File: config.mk
export PLATFORM = sky130hd
export DESIGN_NAME = fpsu_top
export DESIGN_NICKNAME = d
export VERILOG_FILES = /design/src/logic/fpsu_pkg.sv /design/src/logic/fpsu_issue_stage.sv /design/src/logic/fpsu_operand_stage.sv /design/src/logic/fpsu_compare.sv /design/src/logic/fpsu_execute_stage.sv /design/src/logic/fpsu_top.sv
export VERILOG_INCLUDE_DIRS = /design/src /design/src/include
export SDC_FILE = /design/constraint.sdc
export NUM_CORES = 1
export LEC_CHECK = 0
export ABC_AREA = 1
export BUFFER_PORTS_ARGS = -buffer_cell sky130_fd_sc_hd__buf_2
export CAP_MARGIN = 20
export CELL_PAD_IN_SITES_DETAIL_PLACEMENT = 0
export CELL_PAD_IN_SITES_GLOBAL_PLACEMENT = 2
export CORE_MARGIN = 2
export CORE_UTILIZATION = 33
export CTS_BUF_LIST = sky130_fd_sc_hd__clkbuf_4
export CTS_CLUSTER_DIAMETER = 30
export DETAILED_ROUTE_END_ITERATION = 8
export PLACE_DENSITY = 0.8
export SETUP_SLACK_MARGIN = 0.1
export SYNTH_ARGS = -nofsm -noshare
export SYNTH_HDL_FRONTEND = slang
export SYNTH_HIERARCHICAL = 1
export SYNTH_SLANG_ARGS = --single-unit
File: constraint.sdc
create_clock -name clk -period 3.1 [get_ports clk]
set_input_delay 0.31 -clock clk [delete_from_list [all_inputs] [get_ports clk]]
set_output_delay 0.31 -clock clk [all_outputs]
set_load 0.05 [all_outputs]
File: src/include/fpsu_defs.svh
`ifndef FPSU_DEFS_SVH
`define FPSU_DEFS_SVH

// operand word layout: tag, high half, low half
`define FPSU_WORD_W 68
`define FPSU_HALF_W 33
`define FPSU_HI_LSB 33
`define FPSU_TAG_LSB 66

`define FPSU_OP_W 3
`define FPSU_MOD_W 3

// opcodes, 6 and 7 unused
`define FPSU_OP_AND 3'd0
`define FPSU_OP_OR 3'd1
`define FPSU_OP_XOR 3'd2
`define FPSU_OP_ANDN 3'd3
`define FPSU_OP_PERM 3'd4
`define FPSU_OP_CMP 3'd5

// permute modifiers
`define FPSU_PERM_COPY 3'd0
`define FPSU_PERM_SWAP 3'd1
`define FPSU_PERM_DUP 3'd2
`define FPSU_PERM_MERGE 3'd3

// compare relation in mod[1:0], ordered select in mod[2]
`define FPSU_CMP_EQ 2'd0
`define FPSU_CMP_LT 2'd1
`define FPSU_CMP_LE 2'd2
`define FPSU_CMP_ORD_BIT 2

`define FPSU_CSR_INV_TRAP 5

`endif

File: src/logic/fpsu_pkg.sv
`include "fpsu_defs.svh"

package fpsu_pkg;

  typedef logic [`FPSU_WORD_W-1:0] fpsu_word_t;

  // relation flags of the low half
  typedef struct packed {
    logic unord;
    logic gt;
    logic eq;
    logic lt;
  } fpsu_flags_t;

  typedef struct packed {
    logic en;
    logic [`FPSU_OP_W-1:0] op;
    logic [`FPSU_MOD_W-1:0] mod;
    fpsu_word_t a;
    fpsu_word_t b;
    logic fwd_a;
    logic fwd_b;
  } fpsu_issue_t;

  // operands already resolved, op known to be legal when valid
  typedef struct packed {
    logic valid;
    logic [`FPSU_OP_W-1:0] op;
    logic [`FPSU_MOD_W-1:0] mod;
    fpsu_word_t a;
    fpsu_word_t b;
  } fpsu_exec_t;

  typedef struct packed {
    logic valid;
    fpsu_word_t data;
    fpsu_flags_t flags;
    // invalid raised, bit 1 high half, bit 0 low half
    logic [1:0] raise;
  } fpsu_result_t;

endpackage

File: src/logic/fpsu_issue_stage.sv
`timescale 1ns/10ps

module fpsu_issue_stage
  import fpsu_pkg::*;
(
  input  logic        clk,
  input  logic        rst,
  input  fpsu_issue_t issue,
  output fpsu_issue_t staged
);

  // request register
  always_ff @(posedge clk) begin
    if (rst) begin
      staged <= '0;
    end else if (issue.en) begin
      staged <= issue;
    end else begin
      // idle cycle, operands held
      staged.en <= 1'b0;
    end
  end

endmodule

File: src/logic/fpsu_operand_stage.sv
`timescale 1ns/10ps
`include "fpsu_defs.svh"

module fpsu_operand_stage
  import fpsu_pkg::*;
(
  input  logic        clk,
  input  logic        rst,
  input  fpsu_issue_t staged,
  input  fpsu_word_t  fwd_data,
  output fpsu_exec_t  exec
);

  fpsu_word_t op_a;
  fpsu_word_t op_b;
  logic       op_ok;

  // forwarding from the unit's own result register
  assign op_a = staged.fwd_a ? fwd_data : staged.a;
  assign op_b = staged.fwd_b ? fwd_data : staged.b;

  // opcode decode
  always_comb begin
    case (staged.op)
      `FPSU_OP_AND,
      `FPSU_OP_OR,
      `FPSU_OP_XOR,
      `FPSU_OP_ANDN,
      `FPSU_OP_PERM,
      `FPSU_OP_CMP: op_ok = 1'b1;
      default: op_ok = 1'b0;
    endcase
  end

  always_ff @(posedge clk) begin
    exec.op  <= staged.op;
    exec.mod <= staged.mod;
    exec.a   <= op_a;
    exec.b   <= op_b;
    // unknown opcode becomes a bubble
    if (rst) begin
      exec.valid <= 1'b0;
    end else begin
      exec.valid <= staged.en & op_ok;
    end
  end

endmodule

File: src/logic/fpsu_compare.sv
`timescale 1ns/10ps
`include "fpsu_defs.svh"

module fpsu_compare
  import fpsu_pkg::*;
(
  input  fpsu_word_t             a,
  input  fpsu_word_t             b,
  input  logic [`FPSU_MOD_W-1:0] mod,
  output fpsu_word_t             mask,
  output fpsu_flags_t            flags,
  output logic [1:0]             raise
);

  logic [1:0] unord;
  logic [1:0] eq;
  logic [1:0] lt;
  logic [1:0] gt;

  for (genvar h = 0; h < 2; h++) begin : g_half
    localparam int LSB = h * `FPSU_HI_LSB;

    logic [31:0] x;
    logic [31:0] y;
    logic        x_nan;
    logic        y_nan;
    logic        both_zero;
    logic        rel;

    assign x = a[LSB +: 32];
    assign y = b[LSB +: 32];
    assign x_nan = (x[30:23] == 8'hff) && (x[22:0] != '0);
    assign y_nan = (y[30:23] == 8'hff) && (y[22:0] != '0);
    // +0 and -0 compare equal
    assign both_zero = (x[30:0] == '0) && (y[30:0] == '0);

    assign unord[h] = x_nan | y_nan;
    assign eq[h] = ~unord[h] & (both_zero | (x == y));

    // sign-magnitude ordering
    always_comb begin
      lt[h] = 1'b0;
      gt[h] = 1'b0;
      if (!unord[h] && !both_zero) begin
        if (x[31] != y[31]) begin
          lt[h] = x[31];
          gt[h] = y[31];
        end else if (x[31]) begin
          lt[h] = x[30:0] > y[30:0];
          gt[h] = x[30:0] < y[30:0];
        end else begin
          lt[h] = x[30:0] < y[30:0];
          gt[h] = x[30:0] > y[30:0];
        end
      end
    end

    always_comb begin
      case (mod[1:0])
        `FPSU_CMP_EQ: rel = eq[h];
        `FPSU_CMP_LT: rel = lt[h];
        `FPSU_CMP_LE: rel = lt[h] | eq[h];
        default: rel = 1'b0;
      endcase
    end

    assign mask[LSB +: `FPSU_HALF_W] = {`FPSU_HALF_W{rel}};
    assign raise[h] = mod[`FPSU_CMP_ORD_BIT] & unord[h];
  end

  assign mask[`FPSU_WORD_W-1:`FPSU_TAG_LSB] = '0;

  // low half only
  assign flags = '{unord: unord[0], gt: gt[0], eq: eq[0], lt: lt[0]};

endmodule

File: src/logic/fpsu_execute_stage.sv
`timescale 1ns/10ps
`include "fpsu_defs.svh"

module fpsu_execute_stage
  import fpsu_pkg::*;
(
  input  logic         clk,
  input  logic         rst,
  input  fpsu_exec_t   exec,
  input  logic [31:0]  fpcsr,
  output fpsu_result_t result,
  output logic [1:0]   ret,
  output logic         ret_en
);

  fpsu_word_t  perm_res;
  fpsu_word_t  data_nxt;
  fpsu_word_t  cmp_mask;
  fpsu_flags_t cmp_flags;
  logic [1:0]  cmp_raise;
  logic        is_cmp;

  logic [`FPSU_WORD_W-`FPSU_TAG_LSB-1:0] a_tag;
  logic [`FPSU_HALF_W-1:0]               a_hi;
  logic [`FPSU_HALF_W-1:0]               a_lo;
  logic [`FPSU_HALF_W-1:0]               b_lo;

  assign a_tag = exec.a[`FPSU_WORD_W-1:`FPSU_TAG_LSB];
  assign a_hi  = exec.a[`FPSU_TAG_LSB-1:`FPSU_HI_LSB];
  assign a_lo  = exec.a[`FPSU_HALF_W-1:0];
  assign b_lo  = exec.b[`FPSU_HALF_W-1:0];

  fpsu_compare fpsu_compare_inst (
    .a     (exec.a),
    .b     (exec.b),
    .mod   (exec.mod),
    .mask  (cmp_mask),
    .flags (cmp_flags),
    .raise (cmp_raise)
  );

  // tag always from a
  always_comb begin
    case (exec.mod)
      `FPSU_PERM_SWAP: perm_res = {a_tag, a_lo, a_hi};
      `FPSU_PERM_DUP: perm_res = {a_tag, a_lo, a_lo};
      `FPSU_PERM_MERGE: perm_res = {a_tag, a_hi, b_lo};
      default: perm_res = exec.a;
    endcase
  end

  always_comb begin
    case (exec.op)
      `FPSU_OP_AND: data_nxt = exec.a & exec.b;
      `FPSU_OP_OR: data_nxt = exec.a | exec.b;
      `FPSU_OP_XOR: data_nxt = exec.a ^ exec.b;
      `FPSU_OP_ANDN: data_nxt = exec.a & ~exec.b;
      `FPSU_OP_PERM: data_nxt = perm_res;
      default: data_nxt = cmp_mask;
    endcase
  end

  assign is_cmp = exec.op == `FPSU_OP_CMP;

  // data of the last valid item is the forwarding source
  always_ff @(posedge clk) begin
    if (rst) begin
      result <= '0;
    end else if (exec.valid) begin
      result.valid <= 1'b1;
      result.data  <= data_nxt;
      result.flags <= is_cmp ? cmp_flags : '0;
      result.raise <= is_cmp ? cmp_raise : 2'b00;
    end else begin
      result.valid <= 1'b0;
      result.flags <= '0;
    end
  end

  // invalid trap report
  assign ret_en = result.valid & (|result.raise) & fpcsr[`FPSU_CSR_INV_TRAP];
  assign ret    = ret_en ? result.raise : 2'b00;

endmodule

File: src/logic/fpsu_top.sv
`timescale 1ns/10ps

module fpsu_top
  import fpsu_pkg::*;
(
  input  logic        clk,
  input  logic        rst,
  input  logic [31:0] fpcsr,
  input  fpsu_issue_t issue,
  output fpsu_word_t  res_data,
  output logic        res_valid,
  output fpsu_flags_t cmp_flags,
  output logic [1:0]  ret,
  output logic        ret_en
);

  fpsu_issue_t  staged;
  fpsu_exec_t   exec;
  fpsu_result_t result;

  fpsu_issue_stage fpsu_issue_stage_inst (
    .clk    (clk),
    .rst    (rst),
    .issue  (issue),
    .staged (staged)
  );

  // result data loops back for forwarding
  fpsu_operand_stage fpsu_operand_stage_inst (
    .clk      (clk),
    .rst      (rst),
    .staged   (staged),
    .fwd_data (result.data),
    .exec     (exec)
  );

  fpsu_execute_stage fpsu_execute_stage_inst (
    .clk    (clk),
    .rst    (rst),
    .exec   (exec),
    .fpcsr  (fpcsr),
    .result (result),
    .ret    (ret),
    .ret_en (ret_en)
  );

  assign res_data  = result.data;
  assign res_valid = result.valid;
  assign cmp_flags = result.flags;

endmodule

== Word level (Yosys, flattened, before mapping) ==
Cells that the tools add are included.

* Memories: 0
* RAM bits: 0
* Bits of input ports: 179
* Flip-flop bits (word level): 363
* Memory bits (read-only): 0
* Latch bits: 0
* Logic and storage cells: 115

* Mux-type cells: 19
* Bitwise gates (word level): 23
* Multiply operators: 0
* Equal/unequal tests: 23
* Shifts and indexed selects: 0
* Divide/modulo/power cells: 0
* Reduce and logical (&&, ||, !) cells: 27
* $lt $le $gt $ge: 4
* Add/sub/neg operators: 0

{| class="wikitable"
|+ Operators with widths
! kind !! count
|-
| 68-bit case mux with 5 select lines || 1
|-
| 66-bit case mux with 3 select lines || 1
|-
| 68-bit AND || 2
|-
| 68-bit 2-to-1 mux || 2
|-
| 31-bit logical NOT || 4
|-
| 23-bit nonzero test || 4
|-
| 68-bit NOT || 1
|-
| 68-bit OR || 1
|-
| 68-bit XOR || 1
|-
| 32-bit == test || 2
|-
| 31-bit greater-than comparator || 2
|-
| 31-bit < comparator || 2
|-
| 8-bit == test (second input constant) || 4
|-
| 3-bit by 2-bit == test with 1-bit output (second input constant) || 6
|-
| 3-bit == test (second input constant) || 4
|-
| 1-bit 2-to-1 mux || 11
|-
| 3-bit by 1-bit == test with 1-bit output (second input constant) || 3
|-
| 1-bit logical AND || 8
|-
| 1-bit AND || 7
|-
| 3-bit logical NOT || 2
|-
| 1-bit OR || 6
|-
| 1-bit case mux with 3 select lines || 2
|-
| 6-bit OR reduction || 1
|-
| 1-bit NOT || 5
|-
| other kinds (9) || 14
|}

== Logic depth before layout (Yosys ltp) ==
Gate-level depths: netlist (run 1).

* Depth after elaboration: 9
* Mapped depth: 20

== Modules after synthesis ==
Netlist (run 1), hierarchy kept.

{| class="wikitable"
|+ By module, submodules not included
! module !! times used !! cells an instance !! area an instance (µm²)
|-
| fpsu_execute_stage || 1 || 1531 || 8295.5
|-
| fpsu_issue_stage || 1 || 915 || 5938.2
|-
| fpsu_operand_stage || 1 || 586 || 4805.9
|-
| fpsu_compare || 1 || 568 || 3165.5
|}

== Least setup slack after synthesis (run 1) ==
No wires, ideal clock.

* Path kind: register to register
* Start point: register, netlist name fpsu_operand_stage_inst/exec[22]
* End point: register, netlist name fpsu_execute_stage_inst/result[32]
* Slack: 487 ps
* Data required time: 3030 ps
* Stages on the path, launching flop included: 17
* Arrival time: 2542 ps
* Buffers on the path: 1
* Cell sequence: dfxtp_1 > inv_1 > ha_1 > nand2_2 > nor2_4 > nand2_2 > nor3_2 > nand3b_1 > or2_1 > nand2_1 > nand3_1 > nand2_1 > buf_4 > o21ai_0 > inv_1 > nand2_1 > a21oi_1

* Longest elaborated chain between the ends: 9
* Elaborated cells between the ends (all ways): 20
* Those cells by class: order compare (2); eq/ne (1); mux (5); bitwise (5); reduce/logical (7)

{| class="wikitable"
|+ RTL lines
! element !! line !! source
|-
| parallel branches: the longest is 7 deep, another holds 31-bit < comparator || - ||
|-
| 1-bit case mux with 3 select lines (*) || fpsu_compare.sv:59 || <nowiki>case (mod[1:0])</nowiki>
|-
| net fpsu_execute_stage_inst.fpsu_compare_inst.g_half[0].rel || fpsu_compare.sv:28 || <nowiki>logic rel;</nowiki>
|-
| 68-bit case mux with 5 select lines (*) || fpsu_execute_stage.sv:53 || <nowiki>case (exec.op)</nowiki>
|}

Mark *: on every way through the listed nets, which the timed path passes.
A chain may end at the register's enable or synchronous reset.

== Worst setup path in the final report (run 1) ==
* Start point: register, netlist name fpsu_operand_stage_inst/exec[47]
* End point: register, netlist name fpsu_execute_stage_inst/result[67]

* Longest elaborated chain between the ends: 9
* Elaborated cells between the ends (all ways): 20
* Those cells by class: order compare (2); eq/ne (1); mux (5); bitwise (5); reduce/logical (7)

{| class="wikitable"
|+ RTL lines
! element !! line !! source
|-
| parallel branches: the longest is 7 deep, another holds 31-bit < comparator || - ||
|-
| 1-bit case mux with 3 select lines (*) || fpsu_compare.sv:59 ||
|-
| net fpsu_execute_stage_inst.cmp_mask[33] || fpsu_execute_stage.sv:18 || <nowiki>fpsu_word_t cmp_mask;</nowiki>
|-
| 68-bit case mux with 5 select lines (*) || fpsu_execute_stage.sv:53 ||
|}

Marked as above.

==> results of run 1 <==
==> metal layers <==
layer	global-route usage, %	vias up	wire length, µm
met5	0	-	0
met4	6.12	0	1450
met3	3.64	100	3320
met2	37.3	413	36000
met1	26.3	9711	32800
li1	-	11600	-
==> layout by cell type (no fill, tap or decap), drive strengths merged, types with 3 or more instances in the layout <==
master,netlist,final
a21o,4,4
diode,0,5
a21oi,96,96
inv,660,664
dlygate4sd3,0,196
nor2,612,612
ha,130,130
nand2,940,940
nand3b,3,3
or2,3,3
nand3,202,202
clkinv,4,27
bufinv,0,3
nand4,56,56
nor3,3,3
dfxtp,363,363
clkbuf,60,157
o21a,3,3
buf,178,277
o21ai,274,274
==> worst register-to-register path: cells and delay by family (launching register included) <==
kind / cells / cell delay, ns
simple gates: 8 / 1.12
flops: 1 / 0.44
buf+inv: 3 / 0.39
fa+ha+maj: 1 / 0.34
compound gates: 2 / 0.25
==> power by group through the flow <==
stage	registers, mW	logic, mW	clock network, mW
4_1_cts	5.30	2.64	4.83
6_report	5.30	2.61	4.63
3_3_place_gp	5.40	2.43	0
2_1_floorplan	5.33	1.88	0
5_1_grt	5.34	2.99	5.09
3_5_place_dp	5.40	2.43	0
==> stage by stage <==
step                util (%)  hold slack [ns]
floorplan                  -            0.331
global placement        35.2            0.340
detailed placement      35.2            0.345
CTS                     40.2           0.0128
global route            40.2           0.0445
finish                  40.2           0.0951
==> area by class of cell <==
class | count | area (µm²)
antenna | 5 | 12.5
clock buffer | 156 | 1170
clock inverter | 31 | 211
fill | 7473 | 40000
inverter | 664 | 2500
multi-input combinational | 2336 | 11000
sequential | 363 | 7280
tap | 873 | 1090
timing repair buffer | 474 | 3670
==> final timing paths <==
path,from,depth (start not counted),to,slack (ns)
min,issue[144],4,fpsu_issue_stage_inst/staged[110],0.1
max reg2reg,fpsu_operand_stage_inst/exec[47],14,fpsu_execute_stage_inst/result[67],0.42
min reg2reg,fpsu_issue_stage_inst/staged[141],0,fpsu_operand_stage_inst/exec[139],0.35
max,fpsu_operand_stage_inst/exec[47],14,fpsu_execute_stage_inst/result[67],0.42
==> state kept, by name, summed over array words and instances (netlist names) <==
name	flops
fpsu_execute_stage_inst/result	75
fpsu_issue_stage_inst/staged	145
fpsu_operand_stage_inst/exec	143
==> cells by family (layout without fill, tap and decap cells) <==
family                   count (synthesis)  in the layout  synth area share (%)
AO/OA/AOI/OAI                          379            379                  8.65
XOR/XNOR                                 2              2                0.0789
adder cells (fa/ha/maj)                130            130                  7.33
buffers and inverters                  902           1325                  18.0
flip-flops                             363            363                  32.7
other                                    1              7                0.0169
AND/OR/NAND/NOR                       1823           1823                  33.2
==> repair_timing <==
action,in CTS,in global routing
setup endpoints to repair,0,25
hold buffers,196,0
resized for setup,0,2
endpoints found under the hold margin,173,0
==> key figures, run 1 <==
Power and ir drop
  – Lkg Pwr: 13.7 nW
  – Total chip power: 12.5 mW
  – Comb pwr share: 20.8%
  – PwrDens: 466 nW/µm²
  – Power share of the sequential group: 42.2%
  – Max VDD drop: 0.206 mV
  – Clk pwr share: 37.0%
  – Net Sw Power: 4.03 mW
  – Int Pwr: 8.51 mW
  – Sw frac: 32.1%

Synthesis
  – Synth Warn #: 6
  – Area leader, netlist: dfxtp_1
  – Sequential area share after synthesis: 32.7%
  – Asr flop ratio synth: 0%
  – Post-synth cell types: 38
  – Mapped Area: 22200 µm²
  – Mean Syn Cell Area: 6.17 µm²
  – Post-synth top cells: 933 x nand2_1, 650 x inv_1, 601 x nor2_1
  – Syn Inst Count: 3600
  – Area contributors post-synth: dfxtp_1 33%, nand2_1 16%, inv_1 11%
  – Post-synth top area share: 32.7%
  – Flops & latches, synth: 363
  – Number of synthesized flops with an enable pin: 0
  – Most common cell in the synthesized netlist: nand2_1
  – Top FF cell, synth: dfxtp_1

Global routing
  – GRT Resource Usage Total: 21.2%
  – Pin count of the biggest net entering global routing: 85
  – Vias in the first global route: 21100
  – Grt ovf: 0
  – First-pass GRT wire length: 116 mm
  – Initial antenna violation count: 4

Timing
  – Fin. max-slew vios: 0
  – Setup ws final: 0.416 ns
  – Worst-Margin Slew: 0.794 ns
  – Crit path time final: 2.68 ns
  – Period utilization: 86.6%
  – Final TNS setup: 0 ns
  – Final Hold Viols: 0
  – Final setup fails: 0
  – Clock skew: 0.0460 ns
  – Fmax: 0.373 GHz
  – Worst rel slew slack: 46.9%
  – RSZ-0062 raised after global routing: no

Critical path
  – Startpoint types: register
  – Setup crit end kind: register
  – Crit path max-delay family: simple AND/OR/NAND/NOR gates
  – Crit Path Category: register to register
  – CP required: 3.81 ns
  – Critical path's largest stage delay: 0.44 ns
  – Critical path, cell by cell: inv_1 > ha_1 > nand4_1 > nor4_1 > nand3_1 > nand2_1 > nand2_1 > nand2_1 > nand2_1 > buf_12 > o21ai_0 > inv_1 > nand2_1 > a21oi_1
  – Crit path top cell by count: nand2_1
  – Critical path's slowest cell: dfxtp_1
  – Critical Path AT: 3.39 ns
  – CP Buf/Inv Count: 3
  – Worst-path maximum fanout: 29

Drt
  – Remaining DRCs: 0
  – 1st-pass router iterations: 7
  – Routed vias/inst: 4.44
  – Initial drt markers: 1013
  – Drt total wl: 73.6 mm
  – Vias post-DR: 21800
  – Post-DRT Antenna Nets: 0
  – Routed len/inst: 15.0 µm

Placement
  – Detailed Place HPWL: 53.2 mm
  – Dpl cell area: 23500 µm²
  – GP Congestion: 0.845
  – Place WS: 0.407 ns
  – I/O Buffers: 223
  – Dpl cells: 4514

Layout
  – Syn-to-layout area delta: 21.2%
  – Layout cell share with drive strength beyond 1: 12.3%
  – Nets@finish: 4255
  – Fin cells: 4902
  – Finished layout cell area: 26900 µm²

Hold path
  – Worst hold path class: input port to register

Floorplanning
  – Full die area: 69400 µm²
  – Cell Rows: 95
  – Core area: 66900 µm²
  – DIE WIDTH: 263 µm
  – Die height: 263 µm
  – I/O Pins: 255
  – Initial Util: 33.2%

CTS
  – Max H-tree Level: 3
  – Clock buffer depth: 3
  – Cts bufs inserted: 107
  – CTS tree: built
  – Clk sinks: 363
  – Clock Tree Root: clkbuf_4
  – Post-CTS setup buffer count: 0
  – Clk_lat worst skew: 0.89 ns
  – Clock Pin Slew Worst Setup and Hold Paths: 0.07 ns

Run status
  – Status: finished clean

Run
  – Max-cap violation count: 0
Power figures use the tool's default switching activity.
==> run 2, diff against run 1 <==
--- a/config.mk
+++ b/config.mk
@@ -16,7 +16,7 @@
 export CTS_BUF_LIST = sky130_fd_sc_hd__clkbuf_4
 export CTS_CLUSTER_DIAMETER = 30
 export DETAILED_ROUTE_END_ITERATION = 8
-export PLACE_DENSITY = 0.8
+export PLACE_DENSITY = 0.94
 export SETUP_SLACK_MARGIN = 0.1
 export SYNTH_ARGS = -nofsm -noshare
 export SYNTH_HDL_FRONTEND = slang
==> key figures, run 2 (synthesis gave the netlist of run 1 again) <==
Layout
  – Multi-input logic area: 11000 µm² (about the same)
  – Nets@finish: 4248 (-0.16%)
  – Layout cell share with drive strength beyond 1: 11.7% (-0.61 points)
  – Biggest register: fpsu_issue_stage_inst/staged
  – Post-layout util: 40.0% (-0.21 points)
  – Regs by FF count: fpsu_issue_stage_inst/staged: 145 flops, fpsu_operand_stage_inst/exec: 143 flops, fpsu_execute_stage_inst/result: 75 flops
  – Most common cell after layout, fill and taps aside: nand2_1
  – Sequential Area: 7280 µm² (about the same)
  – Fin cells: 4887 (-0.31%)
  – Largest register FFs: 145 (unchanged)
  – Most frequent cells in the layout: 933 x nand2_1, 650 x inv_1, 601 x nor2_1, 360 x dfxtp_1, 222 x buf_2
  – Syn-to-layout area delta: 20.6%
  – Filler cells: 7356 (-1.6%)

Power and ir drop
  – Lkg Pwr: 13.6 nW (-0.58%)
  – PwrDens: 464 nW/µm² (-0.56%)
  – Max VDD drop: 0.230 mV (+12%)

Floorplanning
  – Initial Util: 33.2% (unchanged)
  – I/O Pins: 255 (unchanged)
  – Die height: 263 µm (unchanged)
  – Cell Rows: 95 (unchanged)
  – DIE WIDTH: 263 µm (unchanged)
  – Core area: 66900 µm² (unchanged)
  – Full die area: 69400 µm² (unchanged)

Drt
  – Post-DRT Antenna Nets: 0 (unchanged)
  – Initial drt markers: 1218 (+20%)
  – Drt total wl: 72.1 mm (-2.0%)
  – Routed vias/inst: 4.46 (+0.29%)
  – 1st-pass router iterations: 6 (-1)
  – Remaining DRCs: 0 (unchanged)
  – Routed len/inst: 14.8 µm (-1.7%)
  – Vias post-DR: 21800 (-0.014%)

Critical path
  – Setup crit end kind: register
  – Crit Path Category: register to register
  – Worst-path maximum fanout: 33 (+14%)
  – Startpoint types: register
  – Critical Path AT: 3.39 ns (about the same)
  – CP required: 3.90 ns (+0.09 ns)

CTS
  – Post-CTS setup buffer count: 0 (unchanged)
  – Cts bufs inserted: 107 (unchanged)
  – Clock Pin Slew Worst Setup and Hold Paths: 0.07 ns (about the same)
  – Max H-tree Level: 3 (unchanged)
  – Clock Tree Root: clkbuf_4
  – Clk_lat worst skew: 0.91 ns (+0.02 ns)
  – Clk sinks: 363 (unchanged)
  – CTS tree: built
  – CTS Hold Bufs: 202 (+3.1%)
  – CTS resizes: 0 (unchanged)
  – Clock buffer depth: 3 (unchanged)

Placement
  – I/O Buffers: 223 (unchanged)
  – GP Congestion: 0.873 (+3.3%)
  – Detailed Place HPWL: 51.6 mm (-3.0%)
  – Dpl cells: 4501 (-0.29%)
  – Place WS: 0.570 ns (+0.164 ns)

Timing
  – Crit path time final: 2.59 ns (-0.0923 ns)
  – Period utilization: 83.6% (-3.0 points)
  – Final TNS setup: 0 ns (unchanged)
  – Worst rel slew slack: 40.9% (-6.0 points)
  – Fin. max-slew vios: 0 (unchanged)
  – Fmax: 0.386 GHz (+3.6%)
  – Final Hold Viols: 0 (unchanged)
  – Worst-Margin Slew: 0.887 ns (+0.0926 ns)
  – Final setup fails: 0 (unchanged)
  – Clock skew: 0.0736 ns (+0.0277 ns)
  – Setup ws final: 0.508 ns (+0.0923 ns)
  – RSZ-0062 raised after global routing: no

Run status
  – Status: finished clean

Global routing
  – Grt ovf: 0 (unchanged)
  – Vias in the first global route: 20600 (-2.2%)
  – Grt peak-use layer: met2
  – GRT met1 Usage: 25.8% (-0.46 points)
  – GRT Resource Usage Total: 20.5% (-0.65 points)
  – GR Layer Usage met2: 35.3% (-2.0 points)
  – GRT met3 Usage: 3.38% (-0.26 points)
  – Initial antenna violation count: 2 (-2)
  – Pin count of the biggest net entering global routing: 88 (+3.5%)
  – First-pass GRT wire length: 112 mm (-2.8%)

Hold path
  – Worst hold path class: input port to register

Run
  – Max-cap violation count: 0 (unchanged)
## run 2: path summary, 6_finish.rpt
| path | start | cells after the start | slack (ns) | endpoint |
|---|---|---|---|---|
| worst max-delay path | fpsu_operand_stage_inst/exec[14] | 19 | 0.51 | fpsu_execute_stage_inst/result[31] |
| worst min-delay path | issue[36] | 6 | 0.22 | fpsu_issue_stage_inst/staged[36] |
| worst max register to register | fpsu_operand_stage_inst/exec[14] | 19 | 0.51 | fpsu_execute_stage_inst/result[31] |
| worst min register to register | fpsu_issue_stage_inst/staged[138] | 0 | 0.34 | fpsu_operand_stage_inst/exec[136] |
## run 2: through the flow
| step | hold WS (ns) | total power, mW | area (µm²) |
|---|---|---|---|
| 3_5_place_dp | 0.341 | 7.78 | 23400 |
| 2_1_floorplan | 0.331 | 7.21 | 22200 |
| 6_report | 0.217 | 12.4 | 26800 |
| 4_1_cts | 0.126 | 12.6 | 26800 |
| 3_3_place_gp | 0.337 | 7.76 | 23400 |
| 5_1_grt | 0.206 | 13.2 | 26800 |
## run 2: where the power goes
group	switching (mW)	internal, mW
Sequential	0.348	4.97
Combinational	1.57	0.995
Clock	2.13	2.40
## run 2: worst max-delay path, stage by stage (launching register included)
cell	delay, ns
dfxtp_1	0.43
inv_1	0.07
ha_1	0.29
nand2_1	0.08
nor2_1	0.17
inv_1	0.08
nor2_2	0.14
nand2_1	0.07
nand2_1	0.07
nand2_1	0.05
nand2_1	0.11
nand2_1	0.09
nand2_1	0.07
nand3_1	0.08
nand2_1	0.12
buf_12	0.19
o21ai_0	0.11
inv_1	0.08
nand2_1	0.06
a21oi_1	0.12
## run 2: layer usage
layer | vias to the layer above | part of all wire, % | wire, µm
li1 | 11500 | - | -
met1 | 9692 | 45 | 32200
met2 | 438 | 48 | 34700
met3 | 102 | 4.8 | 3440
met4 | 2 | 2.4 | 1730
met5 | - | 0.018 | 13
## run 2: cell type report
cell class	count	share of cell area, %
timing repair buffer	467	13.4
sequential	363	27.2
tap	873	4.08
antenna	1	0.00935
inverter	664	9.34
clock buffer	144	4.04
multi-input combinational	2336	41.0
clock inverter	39	0.940
